## src/verilog/mul_settings.svh

```systemverilog
`ifndef MUL_SETTINGS_SVH
`define MUL_SETTINGS_SVH

////////////////////////////////////////
// APB address space
////////////////////////////////////////

// Byte address width of the register window
`define MUL_ADDR_W 5

// Register offsets, word aligned
`define MUL_REG_OP_A   5'h00
`define MUL_REG_OP_B   5'h04
// Bit 0 opcode, bits 2:1 operand signedness
`define MUL_REG_CTRL   5'h08
// Bit 0 busy, bit 1 result slot full
`define MUL_REG_STATUS 5'h0C
// Reading clears the full flag
`define MUL_REG_RESULT 5'h10

`endif
```

## src/verilog/mul_pkg.sv

```systemverilog
`include "mul_settings.svh"

package mul_pkg;

  ////////////////////////////////////////
  // Multiplier encodings
  ////////////////////////////////////////

  // Low word or high word of the product
  typedef enum logic [0:0] {
    MUL_M32 = 1'b0,
    MUL_H   = 1'b1
  } mul_opcode_e;

  // Partial product currently in the 17x17 MAC
  typedef enum logic [1:0] {
    ALBL = 2'd0,
    ALBH = 2'd1,
    AHBL = 2'd2,
    AHBH = 2'd3
  } mult_state_e;

  // Operation handed to the multiplier
  // short_signed bit 0 marks A signed, bit 1 marks B signed
  typedef struct packed {
    mul_opcode_e opcode;
    logic [1:0]  short_signed;
    logic [31:0] op_a;
    logic [31:0] op_b;
  } mul_cmd_t;

  ////////////////////////////////////////
  // APB
  ////////////////////////////////////////

  typedef struct packed {
    logic [`MUL_ADDR_W-1:0] paddr;
    logic                   psel;
    logic                   penable;
    logic                   pwrite;
    logic [31:0]            pwdata;
  } apb_req_t;

  typedef struct packed {
    logic [31:0] prdata;
    logic        pready;
    logic        pslverr;
  } apb_rsp_t;

endpackage

```

## src/verilog/mul_top.sv

```systemverilog
module mul_top import mul_pkg::*; (
  input  logic     clk,
  input  logic     rst_n,

  input  apb_req_t apb_req_i,
  output apb_rsp_t apb_rsp_o
);

  ////////////////////////////////////////
  // Register block to multiplier
  ////////////////////////////////////////

  mul_cmd_t    mul_cmd;
  logic        mul_enable;
  // Accumulator loop
  logic [31:0] mul_op_c;
  // Back-pressure from the result slot
  logic        mul_ex_ready;
  logic [31:0] mul_result;
  logic        mul_ready;

  mul_apb_regs u_mul_apb_regs (
    .clk        (clk),
    .rst_n      (rst_n),
    .apb_req_i  (apb_req_i),
    .apb_rsp_o  (apb_rsp_o),
    .cmd_o      (mul_cmd),
    .enable_o   (mul_enable),
    .op_c_o     (mul_op_c),
    .ex_ready_o (mul_ex_ready),
    .result_i   (mul_result),
    .ready_i    (mul_ready)
  );

  mul_unit u_mul_unit (
    .clk        (clk),
    .rst_n      (rst_n),
    .enable_i   (mul_enable),
    .cmd_i      (mul_cmd),
    .op_c_i     (mul_op_c),
    .result_o   (mul_result),
    .ready_o    (mul_ready),
    .ex_ready_i (mul_ex_ready)
  );

endmodule

```

## src/verilog/mul_apb_regs.sv

```systemverilog
`include "mul_settings.svh"

module mul_apb_regs import mul_pkg::*; (
  input  logic        clk,
  input  logic        rst_n,

  // Software side
  input  apb_req_t    apb_req_i,
  output apb_rsp_t    apb_rsp_o,

  // Multiplier side
  output mul_cmd_t    cmd_o,
  output logic        enable_o,
  output logic [31:0] op_c_o,
  output logic        ex_ready_o,
  input  logic [31:0] result_i,
  input  logic        ready_i
);

  // Decoded access
  logic        access;
  logic        wr_en;
  logic        rd_en;
  logic        addr_hit;
  logic        ctrl_wr;
  logic        launch;
  logic        refuse;
  logic        capture;
  logic        rd_result;
  logic [31:0] rd_data;

  // Operand staging, copied into the command on launch
  logic [31:0] op_a_q;
  logic [31:0] op_b_q;
  mul_cmd_t    cmd_q;

  // MAC loop and result slot
  logic [31:0] acc_q;
  logic [31:0] result_q;
  logic        busy_q;
  logic        full_q;

  ////////////////////////////////////////
  // APB decode
  ////////////////////////////////////////

  // Zero wait states, everything happens in the access phase
  assign access = apb_req_i.psel & apb_req_i.penable;
  assign wr_en  = access & apb_req_i.pwrite;
  assign rd_en  = access & ~apb_req_i.pwrite;

  always_comb begin
    addr_hit = 1'b1;
    rd_data  = '0;
    case (apb_req_i.paddr)
      `MUL_REG_OP_A:   rd_data = op_a_q;
      `MUL_REG_OP_B:   rd_data = op_b_q;
      `MUL_REG_CTRL:   rd_data = {29'd0, cmd_q.short_signed, cmd_q.opcode};
      `MUL_REG_STATUS: rd_data = {30'd0, full_q, busy_q};
      `MUL_REG_RESULT: rd_data = result_q;
      // Unmapped, reads as zero
      default:         addr_hit = 1'b0;
    endcase
  end

  assign ctrl_wr   = wr_en & (apb_req_i.paddr == `MUL_REG_CTRL);
  // Only one operation in flight, the accumulator is shared
  assign launch    = ctrl_wr & ~busy_q;
  assign refuse    = ctrl_wr & busy_q;
  assign rd_result = rd_en & (apb_req_i.paddr == `MUL_REG_RESULT);

  assign apb_rsp_o.prdata  = rd_en ? rd_data : '0;
  assign apb_rsp_o.pready  = 1'b1;
  assign apb_rsp_o.pslverr = access & (~addr_hit | refuse);

  ////////////////////////////////////////
  // Handshake with the multiplier
  ////////////////////////////////////////

  // Result accepted when the slot is free
  assign capture = busy_q & ready_i & ~full_q;

  assign cmd_o      = cmd_q;
  assign enable_o   = busy_q;
  assign op_c_o     = acc_q;
  assign ex_ready_o = ~full_q;

  always_ff @(posedge clk or negedge rst_n) begin
    if (!rst_n) begin
      busy_q   <= 1'b0;
      full_q   <= 1'b0;
      cmd_q    <= '0;
      result_q <= '0;
    end else begin
      if (launch) begin
        busy_q             <= 1'b1;
        cmd_q.opcode       <= mul_opcode_e'(apb_req_i.pwdata[0]);
        cmd_q.short_signed <= apb_req_i.pwdata[2:1];
        cmd_q.op_a         <= op_a_q;
        cmd_q.op_b         <= op_b_q;
      end else if (capture) begin
        busy_q <= 1'b0;
      end

      // Capture wins over a read on the same edge
      if (capture) begin
        full_q   <= 1'b1;
        result_q <= result_i;
      end else if (rd_result) begin
        full_q <= 1'b0;
      end
    end
  end

  // Operands may be restaged while an operation runs
  always_ff @(posedge clk) begin
    if (wr_en && (apb_req_i.paddr == `MUL_REG_OP_A)) begin
      op_a_q <= apb_req_i.pwdata;
    end
    if (wr_en && (apb_req_i.paddr == `MUL_REG_OP_B)) begin
      op_b_q <= apb_req_i.pwdata;
    end

    // Partial sums feed back while the multiplier is stepping
    // Hold once it presents a final result, it may wait on the slot
    if (launch) begin
      acc_q <= '0;
    end else if (busy_q && !ready_i) begin
      acc_q <= result_i;
    end
  end

  ////////////////////////////////////////
  // Assertions
  ////////////////////////////////////////

  // Unread result is never overwritten
  a_slot_kept: assert property (@(posedge clk) disable iff (!rst_n)
    full_q |=> $stable(result_q));

  // No second launch while busy, refused CTRL writes change nothing
  a_cmd_kept: assert property (@(posedge clk) disable iff (!rst_n)
    busy_q |=> $stable(cmd_q));

endmodule

```

## src/verilog/mul_unit.sv

```systemverilog
module mul_unit import mul_pkg::*; (
  input  logic        clk,
  input  logic        rst_n,

  // Operation launch
  input  logic        enable_i,
  input  mul_cmd_t    cmd_i,
  // Running accumulator fed back by the register block
  input  logic [31:0] op_c_i,

  output logic [31:0] result_o,
  output logic        ready_o,
  input  logic        ex_ready_i
);

  ////////////////////////////////////////
  // Subword MAC datapath
  ////////////////////////////////////////

  // 17 bit operands, top bit is the optional sign extension
  logic [16:0] sub_a;
  logic [16:0] sub_b;
  // Accumulator with the saved carry on top
  logic [32:0] sub_c;
  logic [33:0] sub_prod;
  logic [33:0] sub_mac;
  // MAC sum with upper bits kept only for arithmetic steps
  logic [33:0] sub_ext;
  logic [31:0] sub_res;

  // Low word of the full product
  logic [31:0] low_prod;

  // Step controls from the sequencer
  mult_state_e state_q;
  mult_state_e state_d;
  // Bit 0 picks the high half of A, bit 1 the high half of B
  logic [1:0]  sel_hi;
  // Bit 0 sign extends A, bit 1 sign extends B
  logic [1:0]  ext_sign;
  logic        shift16;
  logic        arith;
  logic        carry_save;
  logic        carry_q;
  logic        stall;

  // Subword selection
  assign sub_a[15:0] = sel_hi[0] ? cmd_i.op_a[31:16] : cmd_i.op_a[15:0];
  assign sub_b[15:0] = sel_hi[1] ? cmd_i.op_b[31:16] : cmd_i.op_b[15:0];

  // Sign bit only when that operand half is a signed high half
  assign sub_a[16] = ext_sign[0] & sub_a[15];
  assign sub_b[16] = ext_sign[1] & sub_b[15];

  assign sub_c = {carry_q, op_c_i};

  // 17x17 signed product always fits in 34 bits
  assign sub_prod = $signed(sub_a) * $signed(sub_b);
  assign sub_mac  = $signed(sub_c) + $signed(sub_prod);

  // Unsigned first step drops the two top bits
  assign sub_ext = {arith & sub_mac[33], arith & sub_mac[32], sub_mac[31:0]};

  // Arithmetic shift right by 16 when moving up one subword
  assign sub_res = shift16 ? {{14{sub_ext[33]}}, sub_ext[33:16]} : sub_ext[31:0];

  ////////////////////////////////////////
  // MULH sequencer
  ////////////////////////////////////////

  always_comb begin
    state_d    = state_q;
    sel_hi     = 2'b00;
    ext_sign   = 2'b00;
    shift16    = 1'b0;
    arith      = 1'b0;
    carry_save = 1'b0;
    stall      = 1'b0;

    case (state_q)
      ALBL: begin
        // Both low halves are unsigned
        if (enable_i && (cmd_i.opcode == MUL_H)) begin
          stall   = 1'b1;
          shift16 = 1'b1;
          state_d = ALBH;
        end
      end

      ALBH: begin
        // B high half carries the sign of B
        stall      = 1'b1;
        sel_hi     = 2'b10;
        ext_sign   = {cmd_i.short_signed[1], 1'b0};
        arith      = 1'b1;
        // 33 bit sum, keep bit 32 for the next step
        carry_save = 1'b1;
        state_d    = AHBL;
      end

      AHBL: begin
        // A high half carries the sign of A
        stall    = 1'b1;
        sel_hi   = 2'b01;
        ext_sign = {1'b0, cmd_i.short_signed[0]};
        arith    = 1'b1;
        shift16  = 1'b1;
        state_d  = AHBH;
      end

      AHBH: begin
        sel_hi   = 2'b11;
        ext_sign = cmd_i.short_signed;
        // Hold the final sum until the result slot can take it
        if (ex_ready_i) begin
          state_d = ALBL;
        end
      end

      default: begin
        state_d = ALBL;
      end
    endcase
  end

  // Carry lives for exactly one step, ALBH into AHBL
  always_ff @(posedge clk or negedge rst_n) begin
    if (!rst_n) begin
      state_q <= ALBL;
      carry_q <= 1'b0;
    end else begin
      state_q <= state_d;
      carry_q <= carry_save & sub_mac[32];
    end
  end

  ////////////////////////////////////////
  // Result selection
  ////////////////////////////////////////

  // Low word does not depend on operand signedness
  assign low_prod = cmd_i.op_a * cmd_i.op_b;

  assign result_o = (cmd_i.opcode == MUL_M32) ? low_prod : sub_res;

  // MUL is single cycle, MULH only valid once in AHBH
  assign ready_o = !stall;

  ////////////////////////////////////////
  // Assertions
  ////////////////////////////////////////

  // Final sum must not be dropped while the slot is blocked
  a_ahbh_hold: assert property (@(posedge clk) disable iff (!rst_n)
    (state_q == AHBH && !ex_ready_i) |=> (state_q == AHBH));

  // Partial sums in the middle steps are never presented as a result
  a_mid_not_ready: assert property (@(posedge clk) disable iff (!rst_n)
    (state_q inside {ALBH, AHBL}) |-> !ready_o);

endmodule

```

## config.mk

```make
export PLATFORM = sky130hd
export DESIGN_NAME = mul_top
export DESIGN_NICKNAME = d
export VERILOG_FILES = /design/src/verilog/mul_pkg.sv /design/src/verilog/mul_top.sv /design/src/verilog/mul_apb_regs.sv /design/src/verilog/mul_unit.sv
export VERILOG_INCLUDE_DIRS = /design/src /design/src/verilog
export SDC_FILE = /design/constraint.sdc
export NUM_CORES = 2
export LEC_CHECK = 0
export ABC_AREA = 1
export BUFFER_PORTS_ARGS = -buffer_cell sky130_fd_sc_hd__buf_2
export CAP_MARGIN = 20
export CORE_MARGIN = 3
export CORE_UTILIZATION = 55
export DETAILED_ROUTE_END_ITERATION = 8
export GPL_TIMING_DRIVEN = 0
export PLACE_DENSITY = 0.74
export SLEW_MARGIN = 40
export SYNTH_ARGS = -nofsm -noshare
export SYNTH_HDL_FRONTEND = slang
export SYNTH_HIERARCHICAL = 1
export SYNTH_SLANG_ARGS = --single-unit
export TNS_END_PERCENT = 10
```

## constraint.sdc

```tcl
create_clock -name clk -period 7.4 [get_ports clk]
set_clock_uncertainty 0.05 [all_clocks]
set_input_delay 1.85 -clock clk [delete_from_list [all_inputs] [get_ports clk]]
set_output_delay 1.85 -clock clk [all_outputs]
set_load 0.02 [all_outputs]
```

Word level (Yosys, flattened, before mapping) --
Index checks and enable logic that the tools add are counted.
Cells by class: multipliers 2, muxes and demuxes 21, reduce and logical (&&, ||, !) cells 12, $add $sub $neg 1, equal/unequal tests 9, bitwise operators 20
Operators by type and width (count):
- $pmux 32 s5 | 1
- $mux 32 | 3
- $add 33x34->34 | 1
- $mul 17x17->34 | 1
- $mul 32x32->32 | 1
- $mux 16 | 2
- $and 1x1->1 | 15
- $pmux 2 s3 | 2
- $eq 5x4->1 const B | 2
- $mux 1 | 8
- $pmux 2 s4 | 1
- $eq 5x3->1 const B | 1
- $eq 5x5->1 const B | 1
- $logic_not 5->1 | 1
- $reduce_or 5->1 | 1
- $eq 2x2->1 const B | 2
- $logic_and 1x1->1 | 4
- $mux 2 | 2
- $not 1->1 | 4
- $pmux 1 s2 | 2
- $reduce_bool 2->1 | 2
- $eq 2x1->1 const B | 1
- $logic_not 2->1 | 1
- $ne 2x1->1 const B | 1
- other kinds (5) | 5
Storage, ports and cells: output and inout bits 34, logic and storage cells 77, register bits after elaboration 200

Depth between registers and ports, before layout --
depth in word-level cells 9, depth in mapped cells 42, gate-level depth less buffers 39

Hierarchy --
Netlist, hierarchy kept.
Modules (own cells, without submodules):
- mul_unit | area an instance 30153.9 µm², cells an instance 3981, instances 1
- mul_apb_regs | area an instance 8272.9 µm², cells an instance 872, instances 1

Worst setup path before layout --
No wires, ideal clock.
kind register -> register, from register u_mul_unit.state_q[1], to register u_mul_apb_regs.acc_q[21] (netlist: u_mul_apb_regs/op_c_o[21]), period minus slack after synthesis 7.966 ns, path buffers 3, path slack -0.566 ns, cell stages (with the launch flop) 36, arrival time 7.860 ns, path through dfrtp_1 inv_1 ha_1 a21oi_1 inv_1 buf_2 buf_2 o21ai_0 inv_1 nor2_1 inv_1 fa_1 inv_1 fa_1 ha_1 fa_1 inv_1 fa_1 fa_1 inv_1 ha_1 nand2_1 nor3_1 nand2_1 or2_2 nand3_1 or2_4 nand3_4 buf_8 nand2_1 nand2_1 nand2_1 inv_1 o21ai_0 nand2_1 inv_1
On the way: longest elaborated chain between the ends 9, elaborated cells on any way between the ends 20, classes of those cells add/sub: 1; mul: 1; eq/ne: 3; mux: 9; bitwise: 3; reduce/logical: 3
RTL lines:
- start: declaration | RTL line mul_unit.sv:35 | mult_state_e state_q;
- start signal: assignment | RTL line mul_unit.sv:132 | state_q <= state_d;
- $eq 2x2->1 or $eq 2x1->1 (tied branches) | RTL line mul_unit.sv:80 | case (state_q)
- $pmux 2 s3 | RTL line mul_unit.sv:80
- $mux 16 (on tied branches) | RTL line mul_unit.sv:48, mul_unit.sv:49
- $and 1x1->1 (on tied branches) | RTL line mul_unit.sv:52, mul_unit.sv:53
- $mul 17x17->34 | RTL line mul_unit.sv:58 | assign sub_prod = $signed(sub_a) * $signed(sub_b);
- $add 33x34->34 | RTL line mul_unit.sv:59 | assign sub_mac = $signed(sub_c) + $signed(sub_prod);
- $and 1x1->1 | RTL line mul_unit.sv:62 | assign sub_ext = {arith & sub_mac[33], arith & sub_mac[32], sub_mac[31:0]};
- $mux 32 (*) | RTL line mul_unit.sv:65 | assign sub_res = shift16 ? {{14{sub_ext[33]}}, sub_ext[33:16]} : sub_ext[31:0];
- $mux 32 (*) | RTL line mul_unit.sv:144 | assign result_o = (cmd_i.opcode == MUL_M32) ? low_prod : sub_res;
- net mul_result[21] | RTL line mul_top.sv:19 | logic [31:0] mul_result;
- end signal: assignment | RTL line mul_apb_regs.sv:129 | acc_q <= result_i;
- end: declaration | RTL line mul_apb_regs.sv:38 | logic [31:0] acc_q;
Mark *: on every way through the listed nets, which the timed path passes. The rest lies on a longest branch. A chain may end at the register's enable or synchronous reset.

Final worst setup path --
from register u_mul_unit.state_q[1], to register u_mul_apb_regs.acc_q[27] (netlist: u_mul_apb_regs/op_c_o[27])
The elaborated chain is that of the path after synthesis.

==> impl_results.md <==
- Via count: 32787
- GPL Wtd Cong: 1.01
- Remaining routing DRC violations: 0
- Critical Path Start Type: flop
- Full die area: 73100 um^2
- Finished layout cell area: 44000 um^2
- Top cell family by delay on the critical path: adder cells
- Critical path class: reg2reg
- Number of port buffers: 74
- Largest net degree at the start of global routing: 57
- Vias per cell: 5.45
- Die width: 270 um
- Sequential Power Share: 19.4%
- Final setup TNS: -3350 ps
- Combinational Power Share: 66.8%
- Pre-CTS worst setup slack: -1990 ps
- Final ANT Viol Nets: 0
- Overall global routing resource usage: 36.8%
- Area delta synth->final: 14.5%
- Slew at the pin closest to its max-slew limit: 882 ps
- Final hold vios: 0
- GRT Residual Overflow: 0
- Worst IR Drop VDD: 0.252 mV
- Detailed Routing Iterations Pass 1: 8
- Commonest cells after routing, fill and taps aside: 1330 x inv_1, 1246 x nand2_1, 729 x fa_1
- Post-Syn Area per Cell: 7.92 um^2
- Finished Layout Cells: 6015
- Post-synth EDFFs: 64
- Status: finished with violations
- Core area: 68900 um^2
- DP Area: 40200 um^2
- PnR worst setup slack: -188 ps
- Pint: 3.39 mW
- TritonCTS clock tree: yes
- #FFs+latches synth: 200
- CTS H-Tree Depth: 4
- Endpoints failing setup: 38
- Primary FF master, synth: dfrtp_1
- CP Data Arrival Time: 7960 ps
- Share of cells above drive strength 1: 15.4%
- Area contributors post-synth: fa_1 39%, inv_1 13%, nand2_1 13%
- Row Count: 96
- Vias in the first global route: 33251
- Max stage delay on crit path: 550 ps
- Fin nets: 6091
- DRT iter0 DRCs: 3452
- Most common cell after layout, fill and taps aside: inv_1
- Final min period: 7590 ps
- Yosys warns: 6
- # diodes: 0
- Yosys top cell area share: 38.9%
- Final period utilization: 103%
- Crit Path Max Fanout: 7
- Final WL: 133 mm
- Worst EP required: 7780 ps
- Leakage: 23.8 nW
- Slowest cell on crit path: fa_1
- Dpl cells: 5870
- Synth area leader: fa_1
- Clock Latency Late Sink: 470 ps
- Root Buffer: clkbuf_16
- Fill count: 5954
- Switching Share: 50.8%
- Hold buffers post-CTS: 0
- Die H: 270 um
- Syn Inst Count: 4853
- First-pass GRT wire length: 200 mm
- Buffer and inverter count on the worst path: 16
- Starting Density: 55.7%
- Fin. max-slew vios: 0
- Wire per inst: 22.1 um
- Post-DP HPWL: 107 mm
- Maxcap violations: 0
- Power share of the clock group: 13.8%
- Unrepaired setup endpoints after global routing: yes
- Failing checks: setup timing
- Syn Nets: 5873
- Post-synth ARST share: 52.0%
- Sequential share of the synthesized area: 13.4%
- Deepest clock path buffer count: 2
- Total CTS buffers: 17
- P_sw: 3.50 mW
- I/O Pins: 76
- Post-synth cell types: 55
- Rel. slew slack: 41.2%
- R2R Setup Slk: -190 ps
- Clk pin slew, worst setup/hold paths: 90 ps
- Util after Layout: 63.8%
- PwrDens: 156 nW/um^2
- Critical Path Sink Type: flop
- Min-Delay Path Class: reg2reg
- Sinks on Clock Net: 200
- Post-synthesis cell area: 38400 um^2
- Highest clock rate: 132 MHz
- Initial antenna violation count: 4
-- state kept, by name, summed over array words and instances (netlist names) --
signal and flops:
u_mul_apb_regs/full_q 1, u_mul_apb_regs/enable_o 1, u_mul_apb_regs/result_q 32, u_mul_apb_regs/op_a_q 32, u_mul_apb_regs/cmd_o 67, u_mul_apb_regs/op_b_q 32
u_mul_unit/state_q 2, u_mul_unit/carry_q 1, u_mul_apb_regs/op_c_o 32
-- synthesized netlist by cell type, types with 4 or more instances --
library cell  count
inv_1          1372
nand2_1        1289
fa_1            747
ha_1            231
nor2_1          213
o21ai_0         140
clkbuf_1        123
dfrtp_1         104
a21oi_1          80
nand3_1          78
edfxtp_1         64
o21ai_2          50
o21ai_1          45
dfxtp_1          32
o211ai_1         32
buf_2            30
xor2_1           29
xnor2_1          24
or2_2            21
nand4_1          19
buf_1            18
buf_6            14
nor3_1           12
clkinv_1          9
nand3b_1          8
o21bai_1          8
inv_2             7
a21o_1            6
buf_4             6
a31oi_1           4
-- area by class of cell --
cell class              instances  area (um^2)  share of cell area, %
inverters                    1388         5280                   12.0
repair buffers                212         1690                   3.83
well taps                     931         1160                   2.65
multi-input cells            3071        28500                   64.8
flip-flops and latches        200         5210                   11.8
clock inverters                15          171                  0.389
clock buffers                  17          425                  0.967
plain buffers                 181         1560                   3.55
-- path summary, 6_finish.rpt --
path	from	end	cells after the start
setup / recovery	u_mul_unit/state_q[1]$_DFFE_PN0P_	u_mul_apb_regs/op_c_o[27]$_SDFFE_PP0P_	40
hold / removal	u_mul_apb_regs/cmd_o[23]$_DFFE_PN0P_	u_mul_apb_regs/cmd_o[23]$_DFFE_PN0P_	2
setup reg to reg	u_mul_unit/state_q[1]$_DFFE_PN0P_	u_mul_apb_regs/op_c_o[27]$_SDFFE_PP0P_	40
hold reg to reg	u_mul_apb_regs/cmd_o[23]$_DFFE_PN0P_	u_mul_apb_regs/cmd_o[23]$_DFFE_PN0P_	2
max in group asynchronous	rst_n	u_mul_apb_regs/cmd_o[15]$_DFFE_PN0P_	2
min in group asynchronous	rst_n	u_mul_unit/carry_q$_DFF_PN0_	1
-- per-layer routing --
metal  GRT usage [%]  vias up  part of all wire [%]
met5               0        -                 0.020
met4            16.9        4                   5.9
met3            9.20      331                    12
met2            54.7     1840                    42
met1            51.2    16241                    39
li1                -    14371                     -
-- logic make-up (layout without fill, tap and decap cells) --
logic type	count (synthesis)	after routing	share of synthesized area [%]
buffers and inverters	1582	1813	15.9
XOR/XNOR	53	53	1.21
adder cells (fa/ha/maj)	978	978	46.4
AND/OR/NAND/NOR	1660	1660	17.1
AO/OA/AOI/OAI	379	379	5.85
flip-flops	200	200	13.4
other	1	1	0.00976
-- worst min-delay path: stages, from the launching register on --
cell	delay [ps]
dfrtp_1	340
nand2_1	60
o21ai_2	50
-- power by group through the flow --
| stage | logic [mW] | clock network (mW) | registers (mW) |
|---|---|---|---|
| floorplan | 2.04 | 0 | 1.29 |
| global placement | 3.12 | 0 | 1.33 |
| detailed placement | 3.24 | 0 | 1.33 |
| CTS | 4.02 | 0.963 | 1.32 |
| global route | 4.91 | 1.01 | 1.34 |
| finish | 4.60 | 0.948 | 1.33 |
-- timing repair --
action	4_1_cts	5_1_grt
gates cloned	1	3
buffers inserted	82	40
setup endpoints to repair	65	64
gates resized for setup	473	202
pin swaps	58	84
-- through the flow --
stage	total power [mW]	hold slack [ps]
floorplan	3.33	398
global placement	4.45	412
detailed placement	4.57	414
CTS	6.30	436
global route	7.26	460
finish	6.88	431
Power figures use the tool's default switching activity.
